--- config.mk ---
export PLATFORM = sky130hd
export DESIGN_NAME = dram_ctrl
export DESIGN_NICKNAME = d
export VERILOG_FILES = /design/src/dram_pkg.sv /design/src/bank_tracker.sv /design/src/cmd_fsm.sv /design/src/dram_ctrl.sv /design/src/dram_timer.sv /design/src/mem_req_queue.sv
export SDC_FILE = /design/constraint.sdc
export NUM_CORES = 1
export LEC_CHECK = 0
export BUFFER_PORTS_ARGS = -buffer_cell sky130_fd_sc_hd__buf_4
export CORE_MARGIN = 3
export CORE_UTILIZATION = 27
export CTS_CLUSTER_DIAMETER = 120
export CTS_CLUSTER_SIZE = 14
export DETAILED_ROUTE_END_ITERATION = 6
export PLACE_DENSITY = 0.46
export SLEW_MARGIN = 20
export SYNTH_ARGS = -nofsm -noshare
export SYNTH_HDL_FRONTEND = slang
export SYNTH_HIERARCHICAL = 1
export SYNTH_SLANG_ARGS = --single-unit
--- constraint.sdc ---
create_clock -name clk_in -period 16.9 [get_ports clk_in]
set_input_delay 0.845 -clock clk_in [delete_from_list [all_inputs] [get_ports clk_in]]
set_output_delay 0.845 -clock clk_in [all_outputs]
set_load 0.01 [all_outputs]
--- src/dram_pkg.sv ---
// DRAM controller package with geometry, timing, command encodings and bus structs
package dram_pkg;

    // ------------------------------
    // Geometry
    // ------------------------------
    localparam int PADDR_BITS     = 16;                   // Physical address width
    localparam int COL_BITS       = 4;                    // Lowest address field
    localparam int BA_BITS        = 2;                    // Bank within a group
    localparam int BG_BITS        = 2;                    // Bank group
    localparam int ROW_BITS       = 8;                    // Top address field
    localparam int BANK_BITS      = BA_BITS + BG_BITS;    // Flat bank index {bg, ba}
    localparam int NUM_BANKS      = 1 << BANK_BITS;       // 16 banks
    localparam int DATA_BITS      = 64;
    localparam int DRAM_ADDR_BITS = 17;                   // A16..A0
    localparam int AP_BIT         = 10;                   // A10 selects all banks on PRE

    // ------------------------------
    // Timing in clock cycles
    // ------------------------------
    localparam int T_RP             = 3;    // PRE to ACT
    localparam int T_RCD            = 4;    // ACT to RD/WR
    localparam int CAS_LATENCY      = 5;    // RD to data on dq_in
    localparam int T_RFC            = 8;    // REF to next command
    localparam int REFRESH_INTERVAL = 200;  // Cycles between refresh requests

    // Countdown must hold the longest wait, which is T_RFC
    localparam int TIMER_BITS   = $clog2(T_RFC + 1);
    localparam int REF_CNT_BITS = $clog2(REFRESH_INTERVAL);

    localparam int REQ_DEPTH = 4;
    localparam int RSP_DEPTH = 4;

    // ------------------------------
    // Types
    // ------------------------------
    typedef enum logic [2:0] {
        NOP,
        ACT,   // Open a row
        RD,
        WR,
        PRE,   // Close one bank
        PREA,  // Close all banks
        REF
    } dram_cmd_e;

    typedef enum logic [1:0] {
        BANK_CLOSED,
        ROW_HIT,
        ROW_CONFLICT   // Bank open on another row
    } row_state_e;

    typedef struct packed {
        logic                  write;  // 1 for write, 0 for read
        logic [PADDR_BITS-1:0] addr;
        logic [DATA_BITS-1:0]  wdata;
    } mem_req_t;  // 81 bits

    typedef struct packed {
        logic [PADDR_BITS-1:0] addr;
        logic [DATA_BITS-1:0]  rdata;
    } mem_rsp_t;  // 80 bits

    // Non-ACT commands put active-low RAS, CAS and WE on A16..A14
    typedef struct packed {
        logic                      cs_n;
        logic                      act_n;
        logic [BG_BITS-1:0]        bg;
        logic [BA_BITS-1:0]        ba;
        logic [DRAM_ADDR_BITS-1:0] addr;
    } dram_pins_t;  // 23 bits

endpackage : dram_pkg

--- src/bank_tracker.sv ---
// Per-bank open row table and row hit, conflict or closed classification
`timescale 1ns/10ps

module bank_tracker (
    input  logic                          clk_in,
    input  logic                          rst_in,
    input  logic [dram_pkg::BANK_BITS-1:0] bank,      // Flat {bg, ba}
    input  logic [dram_pkg::ROW_BITS-1:0]  row,
    input  logic                          open,      // ACT to bank with row
    input  logic                          close,     // PRE to bank
    input  logic                          close_all, // PREA
    output dram_pkg::row_state_e          row_state
);

    import dram_pkg::*;

    logic [NUM_BANKS-1:0] open_q;                  // One flag per bank
    logic [ROW_BITS-1:0]  open_row_q [NUM_BANKS];  // Row held in each sense amp

    // ------------------------------
    // Bank open flags
    // ------------------------------
    always_ff @(posedge clk_in or posedge rst_in) begin
        if (rst_in) begin
            open_q <= '0;  // All banks closed
        end else if (close_all) begin
            open_q <= '0;
        end else begin
            if (close) begin
                open_q[bank] <= 1'b0;
            end
            if (open) begin
                open_q[bank] <= 1'b1;
            end
        end
    end

    always_ff @(posedge clk_in) begin
        if (open) begin
            open_row_q[bank] <= row;
        end
    end

    // Classify the presented address
    always_comb begin
        if (!open_q[bank]) begin
            row_state = BANK_CLOSED;
        end else if (open_row_q[bank] == row) begin
            row_state = ROW_HIT;
        end else begin
            row_state = ROW_CONFLICT;
        end
    end

    a_act_closed : assert property (@(posedge clk_in) disable iff (rst_in) open |-> !open_q[bank])
        else $error("ACT to a bank that is already open");
    a_pre_open : assert property (@(posedge clk_in) disable iff (rst_in) close |-> open_q[bank])
        else $error("PRE to a bank that is not open");

endmodule : bank_tracker

--- src/cmd_fsm.sv ---
// Command FSM with address split, latency sequencing, refresh and DIMM pin encoding
`timescale 1ns/10ps

module cmd_fsm (
    input  logic                           clk_in,
    input  logic                           rst_in,
    input  dram_pkg::mem_req_t             req_head,   // Request in service
    input  logic                           req_empty,
    input  logic                           rsp_full,
    input  dram_pkg::row_state_e           row_state,
    input  logic                           timer_done,
    input  logic                           refresh_due,
    input  logic [dram_pkg::DATA_BITS-1:0]  dq_in,
    output logic                           req_deq,
    output logic                           rsp_enq,
    output dram_pkg::mem_rsp_t             rsp_data,
    output logic [dram_pkg::BANK_BITS-1:0]  bank,       // To bank tracker
    output logic [dram_pkg::ROW_BITS-1:0]   row,
    output logic                           open,
    output logic                           close,
    output logic                           close_all,
    output logic                           load,       // To timer
    output logic [dram_pkg::TIMER_BITS-1:0] count,
    output logic                           refresh_ack,
    output dram_pkg::dram_pins_t           pins,
    output logic [dram_pkg::DATA_BITS-1:0]  dq_out,
    output logic                           dq_oe
);

    import dram_pkg::*;

    typedef enum logic [2:0] {
        IDLE,       // Pick next command
        PRECHARGE,  // Wait T_RP after PRE
        ACTIVATE,   // Wait T_RCD after ACT
        ACCESS,     // Issue RD or WR
        WAIT_CAS,   // Wait for read data
        REFRESH     // PREA, then REF
    } state_e;

    state_e                state_q, state_d;
    dram_cmd_e             cmd;         // Command on the pins this cycle
    logic [COL_BITS-1:0]   col;
    logic [BA_BITS-1:0]    ba;
    logic [BG_BITS-1:0]    bg;
    logic                  ref_sent_q;  // REF already out in REFRESH
    logic                  cas_hit;     // Read data on dq_in now
    logic                  push_q;
    logic [PADDR_BITS-1:0] rsp_addr_q;
    logic [DATA_BITS-1:0]  rdata_q;

    // Column lowest, then bank, bank group, row
    assign col  = req_head.addr[COL_BITS-1:0];
    assign ba   = req_head.addr[COL_BITS +: BA_BITS];
    assign bg   = req_head.addr[COL_BITS + BA_BITS +: BG_BITS];
    assign row  = req_head.addr[COL_BITS + BANK_BITS +: ROW_BITS];
    assign bank = {bg, ba};

    // ------------------------------
    // Next state and strobes
    // ------------------------------
    always_comb begin
        state_d     = state_q;
        cmd         = NOP;
        req_deq     = 1'b0;
        open        = 1'b0;
        close       = 1'b0;
        close_all   = 1'b0;
        load        = 1'b0;
        count       = '0;
        refresh_ack = 1'b0;
        dq_oe       = 1'b0;
        case (state_q)
            IDLE: begin
                if (refresh_due) begin  // Refresh only between requests
                    cmd         = PREA;
                    close_all   = 1'b1;
                    refresh_ack = 1'b1;
                    load        = 1'b1;
                    count       = TIMER_BITS'(T_RP);
                    state_d     = REFRESH;
                end else if (!req_empty) begin
                    case (row_state)
                        ROW_HIT: state_d = ACCESS;
                        ROW_CONFLICT: begin
                            cmd     = PRE;
                            close   = 1'b1;
                            load    = 1'b1;
                            count   = TIMER_BITS'(T_RP);
                            state_d = PRECHARGE;
                        end
                        default: begin  // Bank closed
                            cmd     = ACT;
                            open    = 1'b1;
                            load    = 1'b1;
                            count   = TIMER_BITS'(T_RCD);
                            state_d = ACTIVATE;
                        end
                    endcase
                end
            end
            PRECHARGE: begin
                if (timer_done) begin
                    cmd     = ACT;
                    open    = 1'b1;
                    load    = 1'b1;
                    count   = TIMER_BITS'(T_RCD);
                    state_d = ACTIVATE;
                end
            end
            ACTIVATE: begin
                if (timer_done) begin
                    state_d = ACCESS;
                end
            end
            ACCESS: begin
                if (req_head.write) begin
                    cmd     = WR;  // Data goes out with the command
                    dq_oe   = 1'b1;
                    req_deq = 1'b1;
                    state_d = IDLE;
                end else if (!rsp_full) begin  // Hold reads under back-pressure
                    cmd     = RD;
                    req_deq = 1'b1;
                    load    = 1'b1;
                    count   = TIMER_BITS'(CAS_LATENCY);
                    state_d = WAIT_CAS;
                end
            end
            WAIT_CAS: begin
                if (timer_done) begin
                    state_d = IDLE;
                end
            end
            REFRESH: begin
                if (timer_done && !ref_sent_q) begin
                    cmd   = REF;  // All banks closed by PREA
                    load  = 1'b1;
                    count = TIMER_BITS'(T_RFC);
                end else if (timer_done) begin
                    state_d = IDLE;
                end
            end
            default: state_d = IDLE;
        endcase
    end

    assign cas_hit = (state_q == WAIT_CAS) && timer_done;

    always_ff @(posedge clk_in or posedge rst_in) begin
        if (rst_in) begin
            state_q    <= IDLE;
            ref_sent_q <= 1'b0;
            push_q     <= 1'b0;
        end else begin
            state_q    <= state_d;
            ref_sent_q <= (state_d == REFRESH) && (ref_sent_q || cmd == REF);
            push_q     <= cas_hit;  // Response one cycle after capture
        end
    end

    always_ff @(posedge clk_in) begin
        if (cmd == RD) begin
            rsp_addr_q <= req_head.addr;  // Head moves on after the pop
        end
        if (cas_hit) begin
            rdata_q <= dq_in;
        end
    end

    assign rsp_enq  = push_q;
    assign rsp_data = '{addr: rsp_addr_q, rdata: rdata_q};
    assign dq_out   = req_head.wdata;

    // ------------------------------
    // Pin encoder
    // ------------------------------
    function automatic dram_pins_t encode_cmd(input dram_cmd_e c);
        dram_pins_t p;
        logic [2:0] rcw;  // RAS, CAS, WE
        p     = '{cs_n: 1'b0, act_n: 1'b1, bg: bg, ba: ba, addr: '0};
        rcw   = 3'b111;
        case (c)
            ACT:  p.addr[ROW_BITS-1:0] = row;  // Row on the address pins
            RD: begin
                rcw                    = 3'b101;
                p.addr[COL_BITS-1:0]   = col;
            end
            WR: begin
                rcw                    = 3'b100;
                p.addr[COL_BITS-1:0]   = col;
            end
            PRE:  rcw = 3'b010;
            PREA: begin
                rcw              = 3'b010;
                p.addr[AP_BIT]   = 1'b1;  // All banks
            end
            REF:  rcw = 3'b001;
            default: p.cs_n = 1'b1;  // NOP deselects the DIMM
        endcase
        if (c == ACT) begin
            p.act_n = 1'b0;
        end else begin
            p.addr[DRAM_ADDR_BITS-1 -: 3] = rcw;
        end
        return p;
    endfunction

    always_comb pins = encode_cmd(cmd);

    // Read data reaches the response queue a fixed time after RD
    a_rd_rsp : assert property (@(posedge clk_in) disable iff (rst_in)
        (cmd == RD) |-> ##(CAS_LATENCY + 1) rsp_enq)
        else $error("Read response not pushed CAS_LATENCY+1 cycles after RD");

endmodule : cmd_fsm

--- src/dram_ctrl.sv ---
// DRAM controller top level with request and response queues, bank tracker, timer and FSM
`timescale 1ns/10ps

module dram_ctrl (
    input  logic                          clk_in,
    input  logic                          rst_in,
    input  logic                          req_valid,
    input  dram_pkg::mem_req_t            req,
    output logic                          req_ready,
    output logic                          rsp_valid,
    output dram_pkg::mem_rsp_t            rsp,
    input  logic                          rsp_ready,
    output dram_pkg::dram_pins_t          pins,       // DIMM command and address
    output logic [dram_pkg::DATA_BITS-1:0] dq_out,
    output logic                          dq_oe,
    input  logic [dram_pkg::DATA_BITS-1:0] dq_in
);

    import dram_pkg::*;

    mem_req_t              req_head;
    logic                  req_empty, req_full, req_deq;
    mem_rsp_t              rsp_data;
    logic                  rsp_enq, rsp_empty, rsp_full;
    logic [BANK_BITS-1:0]  bank;
    logic [ROW_BITS-1:0]   row;
    logic                  open, close, close_all;
    row_state_e            row_state;
    logic                  load, timer_done, refresh_due, refresh_ack;
    logic [TIMER_BITS-1:0] count;

    assign req_ready = !req_full;   // High out of reset
    assign rsp_valid = !rsp_empty;

    mem_req_queue #(.DEPTH(REQ_DEPTH), .payload_t(mem_req_t)) u_req_q (
        .clk_in(clk_in), .rst_in(rst_in),
        .enq(req_valid && req_ready), .enq_data(req), .deq(req_deq),
        .head(req_head), .empty(req_empty), .full(req_full)
    );

    mem_req_queue #(.DEPTH(RSP_DEPTH), .payload_t(mem_rsp_t)) u_rsp_q (
        .clk_in(clk_in), .rst_in(rst_in),
        .enq(rsp_enq), .enq_data(rsp_data), .deq(rsp_valid && rsp_ready),
        .head(rsp), .empty(rsp_empty), .full(rsp_full)
    );

    bank_tracker u_bank (
        .clk_in(clk_in), .rst_in(rst_in), .bank(bank), .row(row),
        .open(open), .close(close), .close_all(close_all), .row_state(row_state)
    );

    dram_timer u_timer (
        .clk_in(clk_in), .rst_in(rst_in), .load(load), .count(count),
        .refresh_ack(refresh_ack), .timer_done(timer_done), .refresh_due(refresh_due)
    );

    cmd_fsm u_fsm (
        .clk_in(clk_in), .rst_in(rst_in),
        .req_head(req_head), .req_empty(req_empty), .rsp_full(rsp_full),
        .row_state(row_state), .timer_done(timer_done), .refresh_due(refresh_due),
        .dq_in(dq_in), .req_deq(req_deq), .rsp_enq(rsp_enq), .rsp_data(rsp_data),
        .bank(bank), .row(row), .open(open), .close(close), .close_all(close_all),
        .load(load), .count(count), .refresh_ack(refresh_ack),
        .pins(pins), .dq_out(dq_out), .dq_oe(dq_oe)
    );

endmodule : dram_ctrl

--- src/dram_timer.sv ---
// Command latency countdown and refresh interval counter with sticky due flag
`timescale 1ns/10ps

module dram_timer (
    input  logic                           clk_in,
    input  logic                           rst_in,
    input  logic                           load,        // Start a wait of count cycles
    input  logic [dram_pkg::TIMER_BITS-1:0] count,
    input  logic                           refresh_ack, // Clears refresh_due
    output logic                           timer_done,  // One-cycle pulse
    output logic                           refresh_due
);

    import dram_pkg::*;

    logic [TIMER_BITS-1:0]   cnt_q;
    logic [REF_CNT_BITS-1:0] ref_cnt_q;
    logic                    ref_wrap;

    // Countdown that holds at zero when idle
    always_ff @(posedge clk_in or posedge rst_in) begin
        if (rst_in) begin
            cnt_q <= '0;
        end else if (load) begin
            cnt_q <= count;
        end else if (cnt_q != '0) begin
            cnt_q <= cnt_q - 1'b1;
        end
    end

    // Load of N in cycle c gives done in cycle c+N
    assign timer_done = (cnt_q == TIMER_BITS'(1));

    // ------------------------------
    // Refresh interval
    // ------------------------------
    assign ref_wrap = (ref_cnt_q == REF_CNT_BITS'(REFRESH_INTERVAL - 1));

    always_ff @(posedge clk_in or posedge rst_in) begin
        if (rst_in) begin
            ref_cnt_q   <= '0;
            refresh_due <= 1'b0;
        end else begin
            ref_cnt_q <= ref_wrap ? '0 : ref_cnt_q + 1'b1;  // Free running
            if (ref_wrap) begin
                refresh_due <= 1'b1;  // New interval wins over an ack
            end else if (refresh_ack) begin
                refresh_due <= 1'b0;
            end
        end
    end

    // A new wait never cuts a running one short
    a_load_free : assert property (@(posedge clk_in) disable iff (rst_in) load |-> cnt_q <= 1)
        else $error("Timer reloaded before its wait ran out");
    a_ack_due : assert property (@(posedge clk_in) disable iff (rst_in) refresh_ack |-> refresh_due)
        else $error("Refresh acknowledged while none was due");

endmodule : dram_timer

--- src/mem_req_queue.sv ---
// Circular FIFO with a payload type parameter and overflow/underflow checks
`timescale 1ns/10ps

module mem_req_queue #(
    parameter int  DEPTH     = 4,
    parameter type payload_t = logic
) (
    input  logic     clk_in,
    input  logic     rst_in,
    input  logic     enq,       // Push enq_data
    input  payload_t enq_data,
    input  logic     deq,       // Pop head
    output payload_t head,
    output logic     empty,
    output logic     full
);

    localparam int PTR_BITS = (DEPTH > 1) ? $clog2(DEPTH) : 1;
    localparam int CNT_BITS = $clog2(DEPTH + 1);

    payload_t            mem_q [DEPTH];  // Storage
    logic [PTR_BITS-1:0] head_q;         // Oldest entry
    logic [CNT_BITS-1:0] count_q;        // Entries held
    logic [PTR_BITS-1:0] tail;           // Next free slot

    assign tail = PTR_BITS'((int'(head_q) + int'(count_q)) % DEPTH);

    // Pointer and count
    always_ff @(posedge clk_in or posedge rst_in) begin
        if (rst_in) begin
            head_q  <= '0;
            count_q <= '0;
        end else begin
            if (deq) begin
                head_q <= (head_q == PTR_BITS'(DEPTH - 1)) ? '0 : head_q + 1'b1;
            end
            case ({enq, deq})
                2'b10:   count_q <= count_q + 1'b1;
                2'b01:   count_q <= count_q - 1'b1;
                default: count_q <= count_q;  // Idle, or push and pop together
            endcase
        end
    end

    always_ff @(posedge clk_in) begin
        if (enq) begin
            mem_q[tail] <= enq_data;
        end
    end

    assign head  = mem_q[head_q];  // Valid on the cycle after the push
    assign empty = (count_q == '0);
    assign full  = (count_q == CNT_BITS'(DEPTH));

    a_no_overflow : assert property (@(posedge clk_in) disable iff (rst_in) !(enq && full))
        else $error("Push into a full queue");
    a_no_underflow : assert property (@(posedge clk_in) disable iff (rst_in) !(deq && empty))
        else $error("Pop from an empty queue");

endmodule : mem_req_queue

==> impl_results.md <==
- Outcome: finished, final reports clean
- Clk slew on worst S/H paths: 70 ps
- Vias in the first global route: 16800
- Share of cells above drive strength 1: 33.6%
- Hold crit path type: primary input to asynchronous set/reset pin
- Met1 wire length: 33700 um
- Initial DRT Pass Iterations: 7
- CORE AREA: 126000 um^2
- Yosys top cell area share: 74.0%
- Root Buffer: clkbuf_16
- # IOs: 319
- Post-synth EDFFs: 852
- # setup viols final: 0
- Die Footprint: 132000 um^2
- Final Skew: 30.0 ps
- Clock Path Buffers: 3
- Via Count: 15800
- Power per cell area: 185 nW/um^2
- Synth area leader: edfxtp_1
- Port bufs: 313
- Area contributors post-synth: edfxtp_1, mux4_2, dfrtp_1, buf_4, mux2i_1
- Max_cap viols: 0
- Initial Util: 27.4%
- Lkg Pwr: 0.0133 uW
- Row cnt: 130
- RSZ-0062 raised after global routing: false
- Largest net degree at the start of global routing: 64
- Num CTS Buffers: 76
- Final #Nets: 2028
- Initial antenna violation count: 16
- Syn Area/Cell: 21.8 um^2
- Yosys reg bits: 896
- Die height: 364 um
- Pins Over Slew Limit: 0
- Fin crit share: 43.5%
- Routed WL: 78800 um
- Remaining DRCs: 0
- Die width: 364 um
- Min Hold Slack: 147 ps
- Top-count cell post-synth: edfxtp_1
- Setup TNS: 0 ps
- Post-synthesis sequential area ratio: 77.2%
- Crit path time final: 7350 ps
- Fraction of registers with async set/reset: 4.91%
- Final GP Congestion: 0.745
- Post-synth top flop: edfxtp_1
- Crit path DAT: 6500 ps
- # Post-CTS Setup Buffers: 0
- First-pass GRT wire length: 115000 um
- Setup crit start kind: flop
- Top layer in use: met5
- Synth warn: 6
- DP HPWL: 49200 um
- GRT Total Usage: 11.9%
- Vias per cell: 4.43
- Final core utilization: 31.9%
- Area grow syn2layout: 16.4%
- First DRT Iteration DRCs: 1199
- Worst slew margin: 29.7%
- CTS H-tree depth: 3
- Reg2Reg Depth: 16
- WL/cell: 22.1 um
- Yosys cell types: 66
- Syn Std Cell Area: 34600 um^2
- Post-synth top cells: edfxtp_1, mux4_2, buf_4
- WL met2: 35400 um
- WS Path Type: flop to output port
- Met3 WL: 7980 um
- Final hold vios: 0
- Peak VDD IR: 0.0981 mV
- Worst Path Required: 16060 ps
- Synth Instances: 1587
- CTS Hold Bufs: 0
- # resized after CTS: 0
- Crit. End Element: output port
- Fmax: 136 MHz
- Clk_lat worst skew: 670 ps
- CTS tree: yes
- CP Max Fanout: 54
- Clock sinks: 896
- Total global routing overflow: 0
- Worst-Margin Slew: 1050 ps
- Antenna-violating nets left: 0
layout by cell type (no fill, tap or decap), types with 10 or more instances in the layout:
cell	count
and3_1	10
buf_4	337
nand2_1	24
edfxtp_1	852
xor2_1	11
clkbuf_1	40
clkbuf_16	76
inv_1	40
mux2i_1	42
dfrtp_1	40
ha_1	17
a22oi_1	10
nor2b_1	11
a21oi_1	25
nand3_1	15
mux4_2	182
nor2_1	16
nand2b_1	12
o21ai_0	26
xnor2_1	15
worst max-delay path: stages, from the launching register on:
cell and delay [ps]:
dfrtp_4 820, mux4_2 330, buf_4 680, mux4_1 670, mux2i_1 200, xor2_1 160
nand2_1 160, o22a_1 300, nor3_2 260, inv_1 100, ha_1 310, nor2b_1 140
or3_1 360, a31o_4 270, inv_4 70, ha_1 410, o21ai_0 210, a21oi_1 180
buf_4 160
path summary, 6_finish.rpt:
kind                                                from                        endpoint  slack [ps]
min in group clk_in                            dq_in[46]     u_fsm/rdata_q[46]$_DFFE_PP_         350
hold reg to reg              u_fsm/rdata_q[34]$_DFFE_PP_  u_rsp_q/mem_q[1][34]$_DFFE_PP_         490
max in group asynchronous                         rst_in      u_bank/open_q[9]$_DFF_PP0_       16130
hold / removal                                    rst_in  u_rsp_q/count_q[2]$_DFFE_PP0P_         150
setup / recovery           u_req_q/head_q[0]$_DFFE_PP0P_                         pins[3]        9550
setup reg to reg           u_req_q/head_q[0]$_DFFE_PP0P_  u_fsm/rsp_addr_q[12]$_DFFE_PN_       10520
power by group:
part           total [uW]  switching, uW  internal [uW]
sequential           3180            186           2990
clock                1640            789            848
combinational        2630           1500           1130
cells by family after synthesis:
kind of cell | synth area share (%)
mux | 13.6
flops | 77.2
xor+xnor | 0.658
compound gates | 1.66
fa+ha+maj | 0.731
simple gates | 2.17
buf+inv | 4.05
other cells | 0.0108
state kept, by name, indices dropped and copies added, names as in the netlist:
signal and cells:
u_fsm/rsp_addr_q 16, u_req_q/head_q 2, u_rsp_q/count_q 3, u_rsp_q/mem_q 320
u_req_q/mem_q 324, u_fsm/state_q 3, u_bank/open_q 16, u_bank/open_row_q 128
u_timer/cnt_q 4, u_timer/refresh_due 1, u_fsm/ref_sent_q 1, u_fsm/rdata_q 64
u_rsp_q/head_q 2, u_timer/ref_cnt_q 8, u_req_q/count_q 3, u_fsm/rsp_enq 1
metal layers:
layer	global-route usage (%)	up-vias
met5	0	-
met4	3.21	12
met3	5.26	119
met2	18.0	519
met1	15.4	8227
li1	-	6910
per-stage QoR:
step           cells  setup WS, ps  power (uW)  instance area (um^2)
2_1_floorplan   1591         10740        5070                 34600
3_3_place_gp    3432         10220        5900                 38000
3_5_place_dp    3432         10210        5940                 38000
4_1_cts         3559          9400        7620                 40200
5_1_grt         3559          9100        7890                 40200
6_report        3567          9550        7440                 40300
cell type report:
class	instances	area, um^2
inverters	41	156
multi-input cells	508	6580
well taps	1650	2060
clock buffers	116	2050
flip-flops and latches	896	26700
repair buffers	337	2530
diodes	8	20.0
clock inverters	11	163
fillers	12100	86100
(Power assumes the default switching activity.)
